`src/verilog/cpuControlPkg.sv`:
```
// Bus and flag types, opcode, branch, select and state enums, control word structs
package cpuControlPkg;

   typedef logic [15:0] word_t;    // System bus word
   typedef logic [3:0]  flags_t;   // Condition flags

   localparam int FlagC = 0;   // Carry
   localparam int FlagZ = 1;   // Zero
   localparam int FlagN = 2;   // Negative
   localparam int FlagV = 3;   // Overflow

   typedef enum logic [4:0] {
      ADD    = 5'd0,  ADDI   = 5'd1,  ADDIB  = 5'd2,  ADC    = 5'd3,
      ADCI   = 5'd4,  SUB    = 5'd5,  SUBI   = 5'd6,  SUBIB  = 5'd7,
      SUC    = 5'd8,  SUCI   = 5'd9,  CMP    = 5'd10, CMPI   = 5'd11,
      AND    = 5'd12, OR     = 5'd13, XOR    = 5'd14, NOT    = 5'd15,
      NAND   = 5'd16, NOR    = 5'd17, NEG    = 5'd18, LSL    = 5'd19,
      LSR    = 5'd20, ASR    = 5'd21, LUI    = 5'd22, LLI    = 5'd23,
      LDW    = 5'd24, STW    = 5'd25, BRANCH = 5'd26, INTERRUPT = 5'd27
   } opcode_t;

   typedef enum logic [2:0] {
      BR, BNE, BE, BLT, BGE, BWL, RET, JMP
   } branch_t;

   typedef enum logic [2:0] {
      IntReti    = 3'd0,
      IntEnable  = 3'd1,
      IntDisable = 3'd2,
      IntSave    = 3'd3,   // Flags onto the system bus
      IntRestore = 3'd4    // Flags from the system bus
   } intCode_t;

   typedef enum logic [3:0] {
      FnA, FnADD, FnADC, FnSUB, FnNEG, FnAND, FnOR, FnXOR,
      FnNOT, FnNAND, FnNOR, FnLSL, FnLSR, FnASR, FnLUI, FnLLI
   } aluFn_t;

   typedef enum logic       {Op1Rd1, Op1Pc} op1Sel_t;
   typedef enum logic       {Op2Imm, Op2Rd2} op2Sel_t;
   typedef enum logic       {ImmLong, ImmShort} immSel_t;
   typedef enum logic       {WdAlu, WdSys} wdSel_t;
   typedef enum logic [1:0] {Rs1Ra, Rs1Rd, Rs1Sp} rs1Sel_t;
   typedef enum logic       {RwRd} rwSel_t;
   typedef enum logic [1:0] {Pc1, PcAluOut, PcSysbus, PcInt} pcSel_t;
   typedef enum logic       {LrSys, LrPc} lrSel_t;

   typedef enum logic [1:0] {Fetch, Execute, Interrupt} phase_t;
   typedef enum logic [2:0] {Cycle0, Cycle1, Cycle2, Cycle3, Cycle4} subCycle_t;

   typedef struct packed {
      aluFn_t  AluOp;
      op1Sel_t Op1Sel;
      op2Sel_t Op2Sel;
      immSel_t ImmSel;
      wdSel_t  WdSel;
      rs1Sel_t Rs1Sel;
      rwSel_t  RwSel;
      pcSel_t  PcSel;
      lrSel_t  LrSel;
      logic    AluEn;    // ALU result onto the system bus
      logic    AluWe;
      logic    RegWe;
      logic    PcWe;
      logic    PcEn;     // PC onto the system bus
      logic    IrWe;
      logic    LrEn;     // Link register onto the system bus
      logic    LrWe;
   } datapathCtrl_t;

   typedef struct packed {
      logic MemEn;   // Pad direction
      logic nWE;
      logic nOE;
      logic nME;
      logic ENB;
      logic ALE;
   } memCtrl_t;

   typedef struct packed {
      logic Write;
      logic Drive;
      logic Restore;
   } statusCtrl_t;

   typedef struct packed {
      logic Clear;
      logic Enable;
      logic Disable;
      logic LeaveIsr;
   } intCtrl_t;

   localparam datapathCtrl_t DatapathIdle = '{
      AluOp: FnA, Op1Sel: Op1Rd1, Op2Sel: Op2Imm, ImmSel: ImmLong,
      WdSel: WdAlu, Rs1Sel: Rs1Ra, RwSel: RwRd, PcSel: Pc1, LrSel: LrSys,
      AluEn: 1'b0, AluWe: 1'b0, RegWe: 1'b0, PcWe: 1'b0,
      PcEn: 1'b0, IrWe: 1'b0, LrEn: 1'b0, LrWe: 1'b0
   };

   localparam memCtrl_t MemoryIdle = '{
      MemEn: 1'b0, nWE: 1'b0, nOE: 1'b0, nME: 1'b1, ENB: 1'b0, ALE: 1'b0
   };

endpackage
```
`src/verilog/cpuControl.sv`:
```
`timescale 1ns/1ps
// Control unit top with opcode split, sequencer, decoder, status register and interrupt logic
module cpuControl import cpuControlPkg::*; (
   input  logic          Clock,
   input  logic          nReset,
   input  logic [7:0]    OpcodeCondIn,
   input  flags_t        Flags,
   input  word_t         SysBusIn,
   input  logic          nWait,
   input  logic          nIRQ,
   output datapathCtrl_t Datapath,
   output memCtrl_t      Memory,
   output logic          CFlag,
   output word_t         SysBusOut,
   output logic          SysBusDrive
);

   opcode_t     Opcode;
   branch_t     BranchCode;
   intCode_t    IntCode;
   phase_t      Phase;
   subCycle_t   SubCycle;
   flags_t      StatusFlags;
   statusCtrl_t StatusCtrl;
   intCtrl_t    IntCtrl;
   logic        IntReq;
   logic        EnterIsr;

   assign Opcode     = opcode_t'(OpcodeCondIn[7:3]);
   assign BranchCode = branch_t'(OpcodeCondIn[2:0]);    // Condition field
   assign IntCode    = intCode_t'(OpcodeCondIn[2:0]);   // Same field for INTERRUPT
   assign CFlag      = StatusFlags[FlagC];

   controlSequencer i_controlSequencer (
      .Clock    (Clock),
      .nReset   (nReset),
      .Opcode   (Opcode),
      .IntCode  (IntCode),
      .nWait    (nWait),
      .IntReq   (IntReq),
      .Phase    (Phase),
      .SubCycle (SubCycle),
      .EnterIsr (EnterIsr)
   );

   controlDecode i_controlDecode (
      .Phase       (Phase),
      .SubCycle    (SubCycle),
      .Opcode      (Opcode),
      .BranchCode  (BranchCode),
      .IntCode     (IntCode),
      .StatusFlags (StatusFlags),
      .Datapath    (Datapath),
      .Memory      (Memory),
      .StatusCtrl  (StatusCtrl),
      .IntCtrl     (IntCtrl)
   );

   statusRegister i_statusRegister (
      .Clock       (Clock),
      .nReset      (nReset),
      .StatusCtrl  (StatusCtrl),
      .Flags       (Flags),
      .SysBusIn    (SysBusIn),
      .StatusFlags (StatusFlags),
      .SysBusOut   (SysBusOut),
      .SysBusDrive (SysBusDrive)
   );

   interruptSync i_interruptSync (
      .Clock    (Clock),
      .nReset   (nReset),
      .nIRQ     (nIRQ),
      .IntCtrl  (IntCtrl),
      .EnterIsr (EnterIsr),
      .IntReq   (IntReq)
   );

endmodule

```
`src/verilog/controlDecode.sv`:
```
`timescale 1ns/1ps
// Control word decoder for fetch, execute and interrupt cycles
module controlDecode import cpuControlPkg::*; (
   input  phase_t        Phase,
   input  subCycle_t     SubCycle,
   input  opcode_t       Opcode,
   input  branch_t       BranchCode,
   input  intCode_t      IntCode,
   input  flags_t        StatusFlags,
   output datapathCtrl_t Datapath,
   output memCtrl_t      Memory,
   output statusCtrl_t   StatusCtrl,
   output intCtrl_t      IntCtrl
);

   aluFn_t AluFunction;
   logic   SignedLess;
   logic   BranchTaken;
   logic   UsesRd2;
   logic   UsesShortImm;
   logic   UsesRdSource;
   logic   LoadsImm;

   assign SignedLess   = StatusFlags[FlagN] ^ StatusFlags[FlagV];
   assign UsesRd2      = Opcode inside {ADD, SUB, CMP, AND, OR, XOR, NAND, NOR};
   assign UsesShortImm = Opcode inside {ADDI, ADCI, SUBI, SUCI, CMPI, LSL, LSR, ASR};
   assign UsesRdSource = Opcode inside {ADDIB, SUBIB, LUI, LLI};   // Byte and load-immediate
   assign LoadsImm     = Opcode inside {LUI, LLI};

   always_comb begin
      case (BranchCode)
         BR, BWL: BranchTaken = 1'b1;
         BNE:     BranchTaken = !StatusFlags[FlagZ];
         BE:      BranchTaken = StatusFlags[FlagZ];
         BLT:     BranchTaken = SignedLess;
         BGE:     BranchTaken = !SignedLess;
         default: BranchTaken = 1'b0;
      endcase
   end

   always_comb begin
      case (Opcode)
         ADD, ADDI, ADDIB:            AluFunction = FnADD;
         ADC, ADCI, SUC, SUCI:        AluFunction = FnADC;
         SUB, SUBI, SUBIB, CMP, CMPI: AluFunction = FnSUB;
         NEG:                         AluFunction = FnNEG;
         AND:                         AluFunction = FnAND;
         OR:                          AluFunction = FnOR;
         XOR:                         AluFunction = FnXOR;
         NOT:                         AluFunction = FnNOT;
         NAND:                        AluFunction = FnNAND;
         NOR:                         AluFunction = FnNOR;
         LSL:                         AluFunction = FnLSL;
         LSR:                         AluFunction = FnLSR;
         ASR:                         AluFunction = FnASR;
         LUI:                         AluFunction = FnLUI;
         LLI:                         AluFunction = FnLLI;
         default:                     AluFunction = FnA;
      endcase
   end

   always_comb begin
      Datapath   = DatapathIdle;
      Memory     = MemoryIdle;
      StatusCtrl = '0;
      IntCtrl    = '0;
      case (Phase)
         Fetch: begin
            Memory.nWE = 1'b1;   // Read only
            case (SubCycle)
               Cycle0: begin
                  Memory.ALE    = 1'b1;
                  Memory.nOE    = 1'b1;
                  Datapath.PcEn = 1'b1;   // PC is the address
               end
               Cycle1: begin
                  Memory.nME   = 1'b0;
                  Memory.MemEn = 1'b1;
               end
               Cycle2: begin
                  Memory.nME   = 1'b0;
                  Memory.MemEn = 1'b1;
                  Memory.ENB   = 1'b1;
               end
               default: begin
                  Memory.MemEn  = 1'b1;
                  Datapath.IrWe = 1'b1;
               end
            endcase
         end
         Execute: begin
            case (SubCycle)
               Cycle0: begin
                  case (Opcode)
                     LDW, STW: begin   // Effective address Rd1 + offset
                        Datapath.AluOp  = FnADD;
                        Datapath.ImmSel = ImmShort;
                        Datapath.AluEn  = 1'b1;
                        Datapath.AluWe  = 1'b1;
                     end
                     BRANCH: begin
                        Datapath.PcWe = 1'b1;
                        case (BranchCode)
                           RET: begin
                              Datapath.LrEn  = 1'b1;
                              Datapath.PcSel = PcSysbus;
                           end
                           JMP: begin
                              Datapath.AluOp  = FnADD;
                              Datapath.ImmSel = ImmShort;
                              Datapath.PcSel  = PcAluOut;
                           end
                           default: begin   // PC-relative
                              Datapath.AluOp  = FnADD;
                              Datapath.Op1Sel = Op1Pc;
                              Datapath.AluEn  = 1'b1;
                              if (BranchTaken) begin
                                 Datapath.PcSel = PcAluOut;
                                 Datapath.LrWe  = (BranchCode == BWL);
                                 Datapath.LrSel = (BranchCode == BWL) ? LrPc : LrSys;
                              end
                           end
                        endcase
                     end
                     INTERRUPT: begin
                        case (IntCode)
                           IntReti: begin   // Stack pointer into the ALU register
                              Datapath.Rs1Sel = Rs1Sp;
                              Datapath.AluEn  = 1'b1;
                              Datapath.AluWe  = 1'b1;
                           end
                           IntSave: begin
                              Datapath.PcWe    = 1'b1;
                              StatusCtrl.Drive = 1'b1;
                           end
                           IntRestore: begin
                              Datapath.PcWe      = 1'b1;
                              StatusCtrl.Restore = 1'b1;
                           end
                           default: begin
                              Datapath.PcWe   = 1'b1;
                              Datapath.PcEn   = 1'b1;
                              IntCtrl.Enable  = (IntCode == IntEnable);
                              IntCtrl.Disable = (IntCode == IntDisable);
                           end
                        endcase
                     end
                     default: begin   // Single-cycle ALU group
                        Datapath.AluOp   = AluFunction;
                        Datapath.Op2Sel  = UsesRd2 ? Op2Rd2 : Op2Imm;
                        Datapath.ImmSel  = UsesShortImm ? ImmShort : ImmLong;
                        Datapath.Rs1Sel  = UsesRdSource ? Rs1Rd : Rs1Ra;
                        Datapath.RegWe   = !(Opcode inside {CMP, CMPI});
                        Datapath.PcWe    = 1'b1;
                        Datapath.AluEn   = LoadsImm;
                        Datapath.PcEn    = !LoadsImm;
                        StatusCtrl.Write = !LoadsImm;
                     end
                  endcase
               end
               Cycle1: begin   // Address strobe
                  Memory.ALE     = 1'b1;
                  Memory.nWE     = 1'b1;
                  Memory.nOE     = 1'b1;
                  Datapath.AluEn = 1'b1;
                  if (Opcode == INTERRUPT) begin
                     Datapath.Rs1Sel = Rs1Sp;
                  end else begin
                     Datapath.AluOp  = FnADD;
                     Datapath.ImmSel = ImmShort;
                  end
               end
               Cycle2: begin
                  Memory.nME     = 1'b0;
                  Memory.nWE     = 1'b1;
                  Datapath.AluEn = 1'b1;
                  Datapath.AluWe = 1'b1;
                  if (Opcode == INTERRUPT) begin
                     Datapath.Rs1Sel = Rs1Sp;
                     Memory.MemEn    = 1'b1;
                  end else begin
                     Datapath.Rs1Sel = Rs1Rd;   // Store data passes through the ALU
                     Memory.nOE      = 1'b1;
                     Memory.MemEn    = (Opcode == LDW);
                  end
               end
               Cycle3: begin   // Data phase, held by nWait
                  Memory.nME = 1'b0;
                  if (Opcode == STW) begin
                     Datapath.AluEn = 1'b1;
                     Memory.nOE     = 1'b1;
                  end else begin
                     Memory.MemEn = 1'b1;
                     Memory.ENB   = 1'b1;
                     Memory.nWE   = 1'b1;
                  end
               end
               default: begin
                  Datapath.PcWe = 1'b1;
                  if (Opcode == STW) begin
                     Datapath.AluEn = 1'b1;
                     Memory.nOE     = 1'b1;
                  end else begin
                     Memory.MemEn = 1'b1;
                     Memory.nWE   = 1'b1;
                     if (Opcode == LDW) begin
                        Datapath.WdSel = WdSys;
                        Datapath.RegWe = 1'b1;
                     end else begin
                        Datapath.PcSel   = PcSysbus;   // Return address from the stack
                        IntCtrl.LeaveIsr = 1'b1;
                     end
                  end
               end
            endcase
         end
         Interrupt: begin
            case (SubCycle)
               Cycle0: begin
                  Datapath.Rs1Sel = Rs1Sp;
                  Datapath.AluEn  = 1'b1;
                  Datapath.AluWe  = 1'b1;
               end
               Cycle1: begin
                  Datapath.Rs1Sel = Rs1Sp;
                  Datapath.AluEn  = 1'b1;
                  Memory.ALE      = 1'b1;
                  Memory.nWE      = 1'b1;
                  Memory.nOE      = 1'b1;
               end
               Cycle2: begin
                  Datapath.AluEn = 1'b1;
                  Memory.nME     = 1'b0;
                  Memory.nOE     = 1'b1;
                  Memory.nWE     = 1'b1;
               end
               Cycle3: begin   // PC written to the stack
                  Datapath.PcEn = 1'b1;
                  Memory.nME    = 1'b0;
                  Memory.nOE    = 1'b1;
               end
               default: begin
                  Datapath.PcEn  = 1'b1;
                  Datapath.PcSel = PcInt;
                  Datapath.PcWe  = 1'b1;
                  Memory.nOE     = 1'b1;
                  IntCtrl.Clear  = 1'b1;
               end
            endcase
         end
         default: begin
            Datapath = DatapathIdle;
         end
      endcase
   end

endmodule

```
`src/verilog/controlSequencer.sv`:
```
`timescale 1ns/1ps
// Phase and sub-cycle FSM with wait-state stalls and interrupt entry
module controlSequencer import cpuControlPkg::*; (
   input  logic      Clock,
   input  logic      nReset,
   input  opcode_t   Opcode,
   input  intCode_t  IntCode,
   input  logic      nWait,
   input  logic      IntReq,
   output phase_t    Phase,
   output subCycle_t SubCycle,
   output logic      EnterIsr
);

   logic LongExecute;   // Five execute cycles
   logic Stall;
   logic LastCycle;

   assign LongExecute = (Opcode == LDW) || (Opcode == STW) ||
                        ((Opcode == INTERRUPT) && (IntCode == IntReti));

   // Memory data cycles wait for nWait
   assign Stall = !nWait && (((Phase == Fetch) && (SubCycle == Cycle2)) ||
                             ((Phase == Execute) && (SubCycle == Cycle3)));

   always_comb begin
      case (Phase)
         Fetch:     LastCycle = (SubCycle == Cycle3);
         Execute:   LastCycle = (SubCycle == Cycle4) ||
                                ((SubCycle == Cycle0) && !LongExecute);
         default:   LastCycle = (SubCycle == Cycle4);
      endcase
   end

   assign EnterIsr = (Phase == Interrupt) && (SubCycle == Cycle0);

   always_ff @(posedge Clock or negedge nReset) begin
      if (!nReset) begin
         Phase    <= Fetch;
         SubCycle <= Cycle0;
      end else if (!Stall) begin
         if (LastCycle) begin
            SubCycle <= Cycle0;
            case (Phase)
               Fetch:   Phase <= Execute;
               Execute: Phase <= IntReq ? Interrupt : Fetch;   // Take a pending request
               default: Phase <= Fetch;
            endcase
         end else begin
            SubCycle <= subCycle_t'(SubCycle + 3'd1);
         end
      end
   end

endmodule

```
`src/verilog/interruptSync.sv`:
```
`timescale 1ns/1ps
// nIRQ synchroniser with pending request, enable flag and in-service flag
module interruptSync import cpuControlPkg::*; (
   input  logic     Clock,
   input  logic     nReset,
   input  logic     nIRQ,
   input  intCtrl_t IntCtrl,
   input  logic     EnterIsr,
   output logic     IntReq
);

   logic IrqMeta;      // First stage, active high
   logic IrqSync;      // Second stage
   logic IntEnabled;
   logic InService;
   logic NewRequest;

   // A fresh edge may nest, a held level waits until the handler has returned
   assign NewRequest = IntEnabled && ((IrqMeta && !IrqSync) || (IrqSync && !InService));

   always_ff @(posedge Clock or negedge nReset) begin
      if (!nReset) begin
         IrqMeta    <= 1'b0;
         IrqSync    <= 1'b0;
         IntReq     <= 1'b0;
         IntEnabled <= 1'b0;
         InService  <= 1'b0;
      end else begin
         IrqMeta <= !nIRQ;
         IrqSync <= IrqMeta;
         IntReq  <= NewRequest || (IntReq && !IntCtrl.Clear);
         if (IntCtrl.Enable) begin
            IntEnabled <= 1'b1;
         end else if (IntCtrl.Disable) begin
            IntEnabled <= 1'b0;
         end
         if (EnterIsr) begin
            InService <= 1'b1;
         end else if (IntCtrl.LeaveIsr) begin
            InService <= 1'b0;   // End of RETI
         end
      end
   end

endmodule

```
`src/verilog/statusRegister.sv`:
```
`timescale 1ns/1ps
// Status flag register with save to and restore from the system bus
module statusRegister import cpuControlPkg::*; (
   input  logic        Clock,
   input  logic        nReset,
   input  statusCtrl_t StatusCtrl,
   input  flags_t      Flags,
   input  word_t       SysBusIn,
   output flags_t      StatusFlags,
   output word_t       SysBusOut,
   output logic        SysBusDrive
);

   always_ff @(posedge Clock or negedge nReset) begin
      if (!nReset) begin
         StatusFlags <= '0;
      end else if (StatusCtrl.Restore) begin
         StatusFlags <= SysBusIn[3:0];   // Saved word from the bus
      end else if (StatusCtrl.Write) begin
         StatusFlags <= Flags;           // Fresh ALU flags
      end
   end

   assign SysBusDrive = StatusCtrl.Drive;
   assign SysBusOut   = StatusCtrl.Drive ? word_t'(StatusFlags) : '0;   // Zero-extended

endmodule

```
`config.mk`:
```
export PLATFORM = sky130hd
export DESIGN_NAME = cpuControl
export DESIGN_NICKNAME = d
export VERILOG_FILES = /design/src/verilog/cpuControlPkg.sv /design/src/verilog/cpuControl.sv /design/src/verilog/controlDecode.sv /design/src/verilog/controlSequencer.sv /design/src/verilog/interruptSync.sv /design/src/verilog/statusRegister.sv
export SDC_FILE = /design/constraint.sdc
export NUM_CORES = 1
export LEC_CHECK = 0
export ABC_AREA = 1
export BUFFER_PORTS_ARGS = -buffer_cell sky130_fd_sc_hd__buf_2
export CAP_MARGIN = 40
export CORE_AREA = 2 2 66 68
export DETAILED_ROUTE_END_ITERATION = 6
export DIE_AREA = 0 0 68 70
export GPL_ROUTABILITY_DRIVEN = 1
export GPL_TIMING_DRIVEN = 0
export PLACE_DENSITY = 0.76
export SYNTH_ARGS = -nofsm -noshare
export SYNTH_HDL_FRONTEND = slang
export SYNTH_SLANG_ARGS = --single-unit
```
`constraint.sdc`:
```
create_clock -name Clock -period 2.2 [get_ports Clock]
set_clock_uncertainty 0.15 [all_clocks]
set_input_delay 0.11 -clock Clock [delete_from_list [all_inputs] [get_ports Clock]]
set_output_delay 0.11 -clock Clock [all_outputs]
set_load 0.005 [all_outputs]
```
# Word-level counts from Yosys, hierarchy flattened
# Memory sizes are Yosys's and may differ from the RTL's.
# Cells that the tools add are included.
# word_totals
reg_bits,14
mem_bits_ro,128
in_bits,32
output_inout_bits,46
n_memories,1
# memory_table
name,depth,width,rd,rd_clocked_by_memory_dff,write_ports,line,text
(name not given),32,4,1,0,0,controlDecode.sv:42,case (Opcode)
# classes
add_sub_neg,1
eq_ne,36
muxes,108
n_bitwise,2
reduce_logical,52
# op_table
operator,n
== test 5 bit (second input constant),11
two-way mux 1 bit,50
two-way mux 2 bit,20
case mux 2 bit (2 select lines),8
== test 5 x 4 -> 1 bit (second input constant),6
case mux 1 bit (2 select lines),12
== test 5 x 3 -> 1 bit (second input constant),4
nonzero test 8 bit,2
== test 3 bit (second input constant),5
two-way mux 3 bit,5
OR reduction 2 bit,7
== test 3 x 2 -> 1 bit (second input constant),4
two-way mux 4 bit,3
case mux 2 bit (3 select lines),2
case mux 4 bit (3 select lines),1
OR reduction 3 bit,4
logical AND 1 bit,10
zero test 1 bit,10
nonzero test 2 bit,5
case mux 1 bit (3 select lines),3
case mux 3 bit (3 select lines),1
two-way mux 8 bit,1
case mux 4 bit (2 select lines),1
OR reduction 4 bit,2
15 further kinds,22

# Logic depth before layout (Yosys ltp)
# Gate-level depths: netlist of the first run.
# logic_depth
depth_word,8
mapped_depth,12
depth_no_buf,12

# Modules after synthesis
# A second synthesis of the first run with hierarchy kept.
# hier_totals
cells_unflattened,355
hier_area_um2,2183.3
# by_module_without_submodules
module,n_inst,cells_per_inst,area_each_um2,seq_area_each_um2
controlDecode,1,237,1302.5,0.0
controlSequencer,1,56,389.1,125.1
statusRegister,1,44,309.0,100.1
interruptSync,1,18,182.7,125.1

# Least setup slack after synthesis of the first run
# Ideal clock, no wire load.
# synth_timing
path_type,register -> output
start,register i_controlSequencer.SubCycle[0]
end,output Datapath[5] (netlist name)
arrival_ns,1.597
required_time_ns,1.940
path_slack_ns,0.343
path_stages_with_launch,12
cell_sequence,dfrtp_1 > inv_1 > ha_1 > inv_1 > nor2_4 > buf_6 > inv_2 > nand2_1 > a21oi_1 > inv_1 > o21ai_0 > a21oi_1
# synth_lines
element,line,text
start: declaration,controlSequencer.sv:11,"output subCycle_t SubCycle,"
start signal: assignment,controlSequencer.sv:40,SubCycle <= Cycle0;
start signal: assignment,controlSequencer.sv:43,SubCycle <= Cycle0;
start signal: assignment,controlSequencer.sv:50,SubCycle <= subCycle_t'(SubCycle + 3'd1);
end: declaration,cpuControl.sv:11,"output datapathCtrl_t Datapath,"

==> flow_metrics.env, run 1 <==
export IMPL_fin_crit_sh_pct=99.12
export IMPL_drc_errors=0
export IMPL_diodes=0
export IMPL_antenna_found_initial=0
export IMPL_fin_ws_ns=0.01928
export IMPL_synth_area_um2=1962
export IMPL_maxCapViolCount=0
export IMPL_final_area_um2=2536
export IMPL_regToRegStartpoint="i_controlSequencer.SubCycle[0]"
export IMPL_setup_viol=0
export IMPL_drtAntennaViolNets=0
export IMPL_grt_pass1_vias=2069
export IMPL_p_per_area_nw_per_um2=994.1
export IMPL_die_h_um=70
export IMPL_dp_slack_ns=-0.05775
export IMPL_worstSkewPairLatency_ns=0.24
export IMPL_synth_area_per_cell_um2=5.874
export IMPL_yosysTopAreaCell="dfrtp_1"
export IMPL_sequentialPowerShare_pct=16.6
export IMPL_path_clk_slew_ns=0.06
export IMPL_p_int_mw=1.248
export IMPL_crit_fanout=9
export IMPL_synth_common_cells="nand2_1 (92), inv_1 (45), nor2_1 (31)"
export IMPL_endpoint="Datapath[3]"
export IMPL_leakage_nw=1.428
export IMPL_crit_required_ns=1.94
export IMPL_hp_start="nWait"
export IMPL_critPathArrivalTime_ns=1.92
export IMPL_final_hold_violation_count=1
export IMPL_rsz0062_at_grt="yes"
export IMPL_dieWidth_um=68
export IMPL_synth_cell_types=35
export IMPL_seq_area_um2=351.6
export IMPL_reg2reg_depth=8
export IMPL_finalNetCount=457
export IMPL_crit_chain="inv_2, ha_4, inv_2, nor2_4, buf_6, inv_6, nor2_4, inv_2, nand2_2, o21ai_2, a31oi_1, buf_2"
export IMPL_vias=2401
export IMPL_place_area_um2=2332
export IMPL_htree_num_levels=1
export IMPL_slew_violations=0
export IMPL_power_mw=2.521
export IMPL_cp_start_kind="register"
export IMPL_min_path_type="in2reg"
export IMPL_yosysWarnings=0
export IMPL_grt_pass1_wl_um=8735
export IMPL_grt_overflow_total=0
export IMPL_netSwitchingFraction_pct=50.51
export IMPL_p_switching_mw=1.273
export IMPL_final_util_pct=61.20
export IMPL_grt_max_degree=15
export IMPL_postRouteWirelength_um=5449
export IMPL_cts_made_buffers=3
export IMPL_ir_drop_mv=0.6139
export IMPL_crit_path_top_delay_cell="dfrtp_1"
export IMPL_criticalPathCategory="reg2out"
export IMPL_crit_path_frequent_cell="inv_2"
export IMPL_holdWs_ns=-0.0005282
export IMPL_path_delay_family="buffers and inverters"
export IMPL_cts_path_max_buffers=2
export IMPL_rrSetupSlack_ns=0.21
export IMPL_finalWeightedCongestion=0.8672
export IMPL_cp_num_buf_inv=6
export IMPL_start_util_pct=47.34
export IMPL_status="complete, but fails checks"
export IMPL_port_buffers=52
export IMPL_vias_per_cell=5.197
export IMPL_cp_depth=12
export IMPL_cts_root_buf="clkbuf_8"
export IMPL_fillers=416
export IMPL_fp_dieArea_um2=4760
export IMPL_cp_startpoint="i_controlSequencer.SubCycle[1]"
export IMPL_multi_input_area_um2=1370
export IMPL_synth_most_common_cell="nand2_1"
export IMPL_area_growth_syn_to_layout_pct=29.27
export IMPL_synthCells=334
export IMPL_max_freq_mhz=458.6
export IMPL_violations="hold timing"
export IMPL_dr_first_iter_drc_count=222
export IMPL_pin_count=78
export IMPL_synth_top_area_share_pct=17.86
export IMPL_synth_edff_count=0
export IMPL_synthTopCellsByArea="dfrtp_1 (18%), nand2_1 (18%), ha_1 (8.9%)"
export IMPL_firstDrtPassIters=5
export IMPL_async_reset_ff_share_pct=100.0
export IMPL_r2r_end="i_controlSequencer.SubCycle[1]"
export IMPL_endpoint_kind="output port"
export IMPL_clkSinkCount=14
export IMPL_clkPwrFrac_pct=9.8
export IMPL_row_count=24
export IMPL_slowest_delay_ns=0.41
export IMPL_ys_dominant_reg_cell="dfrtp_1"
export IMPL_layout_drive_gt1_share_pct=28.54
export IMPL_wire_per_inst_um=11.79
export IMPL_grtUsageTotal_pct=23.04
export IMPL_p_comb_share_pct=73.7
export IMPL_tritoncts="yes"
export IMPL_ys_seq_area_share_pct=17.86
export IMPL_post_route_min_period_ns=2.181
export IMPL_place_hpwl_um=4194
export IMPL_synth_seq_cells=14
export IMPL_coreArea_um2=4144
-- per-stage QoR --
| step | setup TNS [ns] | std cells | hold WS [ns] |
|---|---|---|---|
| floorplan | 0 | 346 | -0.3356 |
| global placement | -0.1388 | 450 | -0.1359 |
| detailed placement | -0.1457 | 450 | -0.1291 |
| CTS | 0 | 458 | 0.002908 |
| global route | -0.2115 | 462 | 0.03078 |
| finish | 0 | 462 | -0.0005282 |
-- timing repair --
item / 4_1_cts / 5_1_grt
resized for setup: 13 / 26
endpoints found under the hold margin: 15 / 0
pin swaps: 2 / 3
hold buffers: 2 / 0
endpoints found under the setup margin: 17 / 26
setup buffers: 2 / 4
-- area by class of cell --
cell class | count | area share (%)
plain buffers | 21 | 6.265
clock buffers | 4 | 2.171
inverters | 52 | 7.992
multi-input cells | 259 | 54.02
flip-flops and latches | 14 | 13.86
well taps | 52 | 2.565
repair buffers | 60 | 13.12
-- worst register-to-register path, stage by stage (launching register included) --
cell	delay, ns
dfrtp_2	0.39
buf_6	0.13
ha_1	0.14
ha_1	0.16
inv_1	0.08
o21ai_0	0.34
nand2_1	0.27
nand2_1	0.12
o22ai_1	0.08
-- flip-flops by register name, summed over array words and instances (netlist names) --
register                      count
i_controlSequencer.Phase          2
i_interruptSync.IntEnabled        1
i_interruptSync.IrqSync           1
i_interruptSync.InService         1
i_interruptSync.IrqMeta           1
i_controlSequencer.SubCycle       3
i_statusRegister.StatusFlags      4
i_interruptSync.IntReq            1
-- cells by family (layout without fill, tap and decap cells) --
| group | count (synthesis) | in the layout | share of synthesized area [%] |
|---|---|---|---|
| adders and majority gates | 14 | 14 | 8.929 |
| buffers and inverters | 73 | 137 | 17.73 |
| and+or+nand+nor | 165 | 165 | 35.71 |
| DFF | 14 | 14 | 17.86 |
| AOI/OAI and AO/OA | 67 | 67 | 19.58 |
| other | 1 | 13 | 0.1911 |
-- worst min path at each step --
| stage | endpoint | cells after the start |
|---|---|---|
| floorplan | i_controlSequencer.Phase[0] | 0 |
| global placement | i_controlSequencer.Phase[0] | 1 |
| detailed placement | i_controlSequencer.Phase[1] | 1 |
| CTS | i_controlSequencer.SubCycle[0] | 4 |
| global route | i_controlSequencer.SubCycle[0] | 4 |
| finish | i_controlSequencer.SubCycle[0] | 4 |
-- metal layers --
metal	vias up	global-route usage (%)	wire, um
met5	-	0	0
met3	16	1.771	436
met1	1053	29.49	2302
met2	128	39.59	2579
li1	1204	-	-
met4	0	8.222	130
-- layout by cell type, fill, tap and decap left out, types with 5 or more instances in the layout --
cell     count
nand2_1     90
buf_2       53
inv_1       38
nor2_1      27
nand3_1     22
buf_4       21
o21ai_0     21
a21oi_1     17
conb_1      13
dfrtp_1     13
inv_2       12
ha_1        12
o21ai_1     10
nor3_1       8
nor2_2       5
-- power groups by stage --
stage | sequential (mW) | combinational (mW) | clock (mW)
floorplan | 0.412 | 1.08 | 0
global placement | 0.422 | 1.53 | 0
detailed placement | 0.424 | 1.54 | 0
CTS | 0.410 | 1.65 | 0.250
global route | 0.431 | 2.08 | 0.260
finish | 0.418 | 1.86 | 0.246
No activity file was read; power rests on OpenSTA's default activity.
==> run 2: changes to the inputs <==
Settings changed: SETUP_SLACK_MARGIN set to 0.5.
==> flow_metrics.env, run 2 (synthesis gave the netlist of run 1 again) <==
export IMPL_cts_made_buffers=3
export IMPL_criticalPathCategory="reg2out"
export IMPL_hp_start="Flags[0]"
export IMPL_diodes=0
export IMPL_status="complete, no violations"
export IMPL_finalNetCount=482
export IMPL_endpoint_kind="output port"
export IMPL_pin_count=78
export IMPL_setup_viol=0
export IMPL_cts_root_buf="clkbuf_8"
export IMPL_p_per_area_nw_per_um2=1167
export IMPL_min_path_type="in2reg"
export IMPL_tritoncts="yes"
export IMPL_cp_start_kind="register"
export IMPL_final_util_pct=73.34
export IMPL_setup_tns_ns=0
export IMPL_port_buffers=52
export IMPL_wl_met3_um=619
export IMPL_largest_reg_flops=4
export IMPL_row_count=24
export IMPL_crit_fanout=8
export IMPL_wire_per_inst_um=14.35
export IMPL_final_hold_violation_count=0
export IMPL_drc_errors=0
export IMPL_dieWidth_um=68
export IMPL_die_h_um=70
export IMPL_place_hpwl_um=4286
export IMPL_reg2reg_depth=10
export IMPL_crit_path_frequent_cell="inv_2"
export IMPL_antenna_found_initial=0
export IMPL_leakage_nw=1.607
export IMPL_start_util_pct=47.34
export IMPL_cts_path_max_buffers=2
export IMPL_grtUsageTotal_pct=25.76
export IMPL_postRouteWirelength_um=6990
export IMPL_max_freq_mhz=460.6
export IMPL_ir_drop_mv=0.7366
export IMPL_grt_pass1_vias=2233
export IMPL_reg_top3="i_statusRegister.StatusFlags: 4 flops, i_controlSequencer.SubCycle: 3 flops, i_controlSequencer.Phase: 2 flops"
export IMPL_critPathArrivalTime_ns=1.91
export IMPL_slowest_delay_ns=0.36
export IMPL_top_layer="met4"
export IMPL_top_register="i_statusRegister.StatusFlags"
export IMPL_rsz0062_at_grt="yes"
export IMPL_coreArea_um2=4144
export IMPL_layout_drive_gt1_share_pct=42.99
export IMPL_hold_end="i_statusRegister.StatusFlags[0]"
export IMPL_fillers=309
export IMPL_htree_num_levels=1
export IMPL_fin_crit_sh_pct=98.69
export IMPL_crit_path_top_delay_cell="dfrtp_1"
export IMPL_final_common_cell="nand2_1"
export IMPL_grt_max_degree=15
export IMPL_post_route_min_period_ns=2.171
export IMPL_vias=2689
export IMPL_regToRegStartpoint="i_controlSequencer.Phase[0]"
export IMPL_grt_pass1_wl_um=9673
export IMPL_min_path_cells=5
export IMPL_fin_ws_ns=0.02879
export IMPL_finalWeightedCongestion=0.9483
export IMPL_rrSetupSlack_ns=0.21
export IMPL_worstSkewPairLatency_ns=0.24
export IMPL_drtAntennaViolNets=0
export IMPL_vias_per_cell=5.522
export IMPL_dr_first_iter_drc_count=437
export IMPL_slew_violations=0
export IMPL_grt_overflow_total=0
export IMPL_crit_chain="inv_2, ha_4, inv_2, nor2_4, buf_6, inv_8, nand2_2, a21oi_4, inv_2, o21ai_1, a21oi_1, buf_2"
export IMPL_dr_wl_met2_um=3236
export IMPL_maxCapViolCount=0
export IMPL_clkSinkCount=14
export IMPL_r2r_end="i_controlSequencer.Phase[0]"
export IMPL_dp_slack_ns=0.1342
export IMPL_area_growth_syn_to_layout_pct=54.91
export IMPL_crit_required_ns=1.94
export IMPL_fp_dieArea_um2=4760
export IMPL_path_clk_slew_ns=0.06
export IMPL_layout_common_cells="nand2_1 (80), buf_2 (51), buf_4 (37), inv_1 (31), nor2_1 (24)"
export IMPL_met1_length_um=2694
export IMPL_firstDrtPassIters=5
[run 2: what timing repair did]
action / 4_1_cts / 5_1_grt
hold buffers: 2 / 0
endpoints found under the hold margin: 15 / 0
pin swaps: 19 / 6
resized for setup: 80 / 35
cloned: 2 / 0
setup endpoints to repair: 43 / 42
setup buffers: 20 / 9
[run 2: per-stage QoR]
stage | hold WS (ns) | cells | instance area (um2) | power (mW)
2_1_floorplan | -0.3356 | 346 | 2037 | 1.542
3_3_place_gp | -0.1369 | 450 | 2362 | 2.014
3_5_place_dp | -0.1310 | 450 | 2362 | 2.040
4_1_cts | 0.03250 | 478 | 2861 | 3.020
5_1_grt | 0.06359 | 487 | 3039 | 3.733
6_report | 0.03791 | 487 | 3039 | 3.546
[run 2: critical path, delay by kind of cell (launching register included)]
kind	cells	cell delay [ns]
simple gates	2	0.13
flops	1	0.36
buf+inv	6	0.59
compound gates	3	0.42
fa+ha+maj	1	0.17
[run 2: worst max-delay path by stage]
stage | startpoint | to | depth (start not counted)
6_report | i_controlSequencer.SubCycle[1] | Datapath[5] | 12
5_1_grt | i_controlSequencer.SubCycle[1] | Datapath[5] | 12
4_1_cts | i_controlSequencer.SubCycle[0] | Datapath[3] | 12
3_5_place_dp | i_controlSequencer.SubCycle[0] | Datapath[5] | 12
3_3_place_gp | i_controlSequencer.SubCycle[0] | Datapath[3] | 12
2_1_floorplan | i_controlSequencer.SubCycle[0] | Datapath[5] | 11
[run 2: area by class of cell]
class | count | area [um2] | share of cell area, %
Timing Repair Buffer | 84 | 548.0 | 18.03
Clock buffer | 4 | 55.05 | 1.811
Inverter | 52 | 212.7 | 6.999
Tap cell | 52 | 65.06 | 2.141
Sequential cell | 14 | 352.8 | 11.61
Multi-Input combinational cell | 260 | 1624 | 53.44
Buffer | 21 | 181.4 | 5.970
[run 2: where the power goes]
group | total [mW] | switching (mW) | leakage [nW] | internal, mW
Combinational | 2.88 | 1.63 | 1.41 | 1.25
Sequential | 0.421 | 0.0618 | 0.173 | 0.359
Clock | 0.242 | 0.0843 | 0.0288 | 0.158
[run 2: per-layer routing]
layer  GRT usage (%)  vias to the layer above
met5               0                        -
met4           8.667                        0
met3           2.576                       62
met2           43.58                      177
met1           33.47                     1186
li1                -                     1264
==> run 3: changes to the inputs <==
Settings changed: ABC_AREA 1 to not set, CELL_PAD_IN_SITES_DETAIL_PLACEMENT set to 1, CELL_PAD_IN_SITES_GLOBAL_PLACEMENT set to 2, CORE_AREA 2 2 66 68 to 2 2 89 91, DIE_AREA 0 0 68 70 to 0 0 91 93.
==> flow_metrics.env, run 3 <==
export IMPL_final_common_cell="buf_4"
export IMPL_slowest_delay_ns=0.43
export IMPL_setup_tns_ns=-1.594
export IMPL_leakage_nw=1.598
export IMPL_largest_reg_flops=4
export IMPL_rsz0062_at_grt="yes"
export IMPL_synth_area_per_cell_um2=7.296
export IMPL_worstSkewPairLatency_ns=0.25
export IMPL_wl_met3_um=435
export IMPL_p_per_area_nw_per_um2=1309
export IMPL_crit_required_ns=1.94
export IMPL_crit_chain="inv_4, ha_4, nor2b_4, buf_6, nor2_4, buf_6, buf_6, o22ai_2, nand2_1, a31oi_1, buf_2"
export IMPL_die_h_um=93
export IMPL_dr_wl_met2_um=4364
export IMPL_regToRegStartpoint="i_controlSequencer.SubCycle[0]"
export IMPL_synth_common_cells="nand2_1 (30), nor2_1 (27), a21oi_1 (16), o21ai_0 (16), buf_4 (15)"
export IMPL_synth_most_common_cell="nand2_1"
export IMPL_drtAntennaViolNets=0
export IMPL_critPathArrivalTime_ns=2.18
export IMPL_synth_cell_types=56
export IMPL_final_hold_violation_count=0
export IMPL_post_route_min_period_ns=2.435
export IMPL_firstDrtPassIters=4
export IMPL_endpoint_kind="output port"
export IMPL_fin_ws_ns=-0.2354
export IMPL_setup_viol=16
export IMPL_p_int_mw=2.476
export IMPL_port_buffers=50
export IMPL_seq_area_um2=354.1
export IMPL_async_reset_ff_share_pct=100.0
export IMPL_grt_max_degree=15
export IMPL_cp_startpoint="i_controlSequencer.SubCycle[0]"
export IMPL_top_layer="met4"
export IMPL_clkPwrFrac_pct=5.7
export IMPL_layout_common_cells="buf_4 (55), buf_2 (51), nand2_1 (24), nor2_1 (22), buf_6 (15)"
export IMPL_multi_input_area_um2=1848
export IMPL_cts_made_buffers=3
export IMPL_path_clk_slew_ns=0.06
export IMPL_worst_pin_slew_ns=0.5963
export IMPL_grt_pass1_vias=2386
export IMPL_row_count=32
export IMPL_drc_errors=0
export IMPL_place_hpwl_um=5281
export IMPL_hp_start="Flags[2]"
export IMPL_criticalPathCategory="reg2out"
export IMPL_p_comb_share_pct=83.9
export IMPL_clkSinkCount=14
export IMPL_crit_fanout=6
export IMPL_dieWidth_um=91
export IMPL_status="complete, but fails checks"
export IMPL_area_growth_syn_to_layout_pct=80.49
export IMPL_place_area_um2=2375
export IMPL_diodes=0
export IMPL_yosysWarnings=0
export IMPL_yosysTopAreaCell="dfrtp_1"
export IMPL_min_path_type="in2reg"
export IMPL_power_mw=4.500
export IMPL_vias_per_cell=5.148
export IMPL_cts_path_max_buffers=2
export IMPL_cp_start_kind="register"
export IMPL_violations="setup timing"
export IMPL_met1_length_um=3684
export IMPL_fillers=916
export IMPL_postRouteWirelength_um=8767
export IMPL_ys_dominant_reg_cell="dfrtp_1"
export IMPL_vias=2497
export IMPL_finalWeightedCongestion=0.8252
export IMPL_dr_first_iter_drc_count=179
export IMPL_synthCells=261
export IMPL_crit_path_top_delay_cell="dfrtp_2"
export IMPL_synth_seq_cells=14
export IMPL_layout_drive_gt1_share_pct=55.87
export IMPL_p_switching_mw=2.024
export IMPL_sequentialPowerShare_pct=10.4
export IMPL_synth_area_um2=1904
export IMPL_fin_crit_sh_pct=110.7
export IMPL_start_util_pct=25.30
export IMPL_pin_count=78
export IMPL_reg_top3="i_statusRegister.StatusFlags: 4 flops, i_controlSequencer.SubCycle: 3 flops, i_controlSequencer.Phase: 2 flops"
export IMPL_htree_num_levels=1
export IMPL_synth_edff_count=0
export IMPL_antenna_found_initial=0
export IMPL_coreArea_um2=7527
export IMPL_crit_path_frequent_cell="buf_6"
export IMPL_slew_headroom_pct=60.24
export IMPL_fp_dieArea_um2=8463
export IMPL_grt_pass1_wl_um=12580
export IMPL_max_freq_mhz=410.6
export IMPL_synth_top_area_share_pct=18.40
export IMPL_finalNetCount=430
export IMPL_path_delay_family="buffers and inverters"
export IMPL_wire_per_inst_um=18.08
export IMPL_final_util_pct=45.66
export IMPL_ys_seq_area_share_pct=18.40
export IMPL_slew_violations=0
export IMPL_final_area_um2=3437
export IMPL_tritoncts="yes"
export IMPL_cp_num_buf_inv=5
export IMPL_ir_drop_mv=0.4867
export IMPL_grtUsageTotal_pct=18.46
export IMPL_synthTopCellsByArea="dfrtp_1 (18%), ha_1 (9.2%), buf_4 (5.9%)"
export IMPL_top_register="i_statusRegister.StatusFlags"
export IMPL_cts_root_buf="clkbuf_8"
export IMPL_grt_overflow_total=0
export IMPL_maxCapViolCount=0
export IMPL_netSwitchingFraction_pct=44.97
## run 3: power groups by stage
stage	registers (mW)	clock network, mW	logic [mW]
5_1_grt	0.483	0.273	4.00
2_1_floorplan	0.434	0	1.22
3_3_place_gp	0.455	0	1.80
4_1_cts	0.449	0.269	2.89
6_report	0.467	0.257	3.78
3_5_place_dp	0.461	0	1.82
## run 3: final timing paths
kind	to	cells past startpoint	slack [ns]
setup / recovery	Datapath[7]	11	-0.24
hold / removal	i_statusRegister.StatusFlags[2]	3	0.08
setup reg to reg	i_statusRegister.StatusFlags[0]	8	-0.17
hold reg to reg	i_interruptSync.IrqSync	0	0.25
max in group asynchronous	i_controlSequencer.Phase[0]	2	1.47
min in group asynchronous	i_statusRegister.StatusFlags[3]	2	0.15
## run 3: logic make-up (layout without fill, tap and decap cells)
| kind of cell | after synthesis | in the layout | synth area share, % |
|---|---|---|---|
| AO/OA/AOI/OAI | 73 | 73 | 26.09 |
| XOR/XNOR | 1 | 1 | 0.4600 |
| adder cells (fa/ha/maj) | 14 | 14 | 9.199 |
| buffers and inverters | 45 | 155 | 12.88 |
| flip-flops | 14 | 14 | 18.40 |
| multiplexers | 12 | 12 | 7.555 |
| other | 1 | 13 | 0.1969 |
| AND/OR/NAND/NOR | 101 | 101 | 25.23 |
## run 3: worst register-to-register path: stages, from the launching register on
cell and delay (ns):
dfrtp_2 0.43, inv_4 0.08, ha_4 0.17, nor2b_4 0.17
buf_6 0.16, nand2_4 0.07, a221o_2 0.41, mux2_4 0.34
mux2_4 0.27
## run 3: layout make-up
cell class	instances	share of cell area (%)
buffer	31	7.208
clock buffer	4	1.602
inverter	14	1.711
multi-input combinational	214	53.77
sequential	14	10.30
tap	102	3.713
timing repair buffer	106	21.70
## run 3: metrics by stage
stage	hold slack, ns	instances	setup slack [ns]
after floorplan	-0.3356	273	0.03282
after CTS	0.06622	467	-0.1033
after detailed placement	-0.1172	425	-0.3567
after global placement	-0.1247	425	-0.3166
after global routing	0.08176	485	-0.2619
final	0.07606	485	-0.2354
## run 3: routing by layer
metal | vias to the layer above | global-route usage, %
met3 | 20 | 3.384
met2 | 89 | 33.02
li1 | 1155 | -
met1 | 1233 | 23.08
met5 | - | 0
met4 | 0 | 4.167
## run 3: what timing repair did
| action | in CTS | in global routing |
|---|---|---|
| gates resized for setup | 85 | 46 |
| endpoints found under the setup margin | 44 | 42 |
| pin swaps | 26 | 22 |
| hold buffers | 6 | 0 |
| buffers inserted | 32 | 18 |
| endpoints found under the hold margin | 19 | 0 |
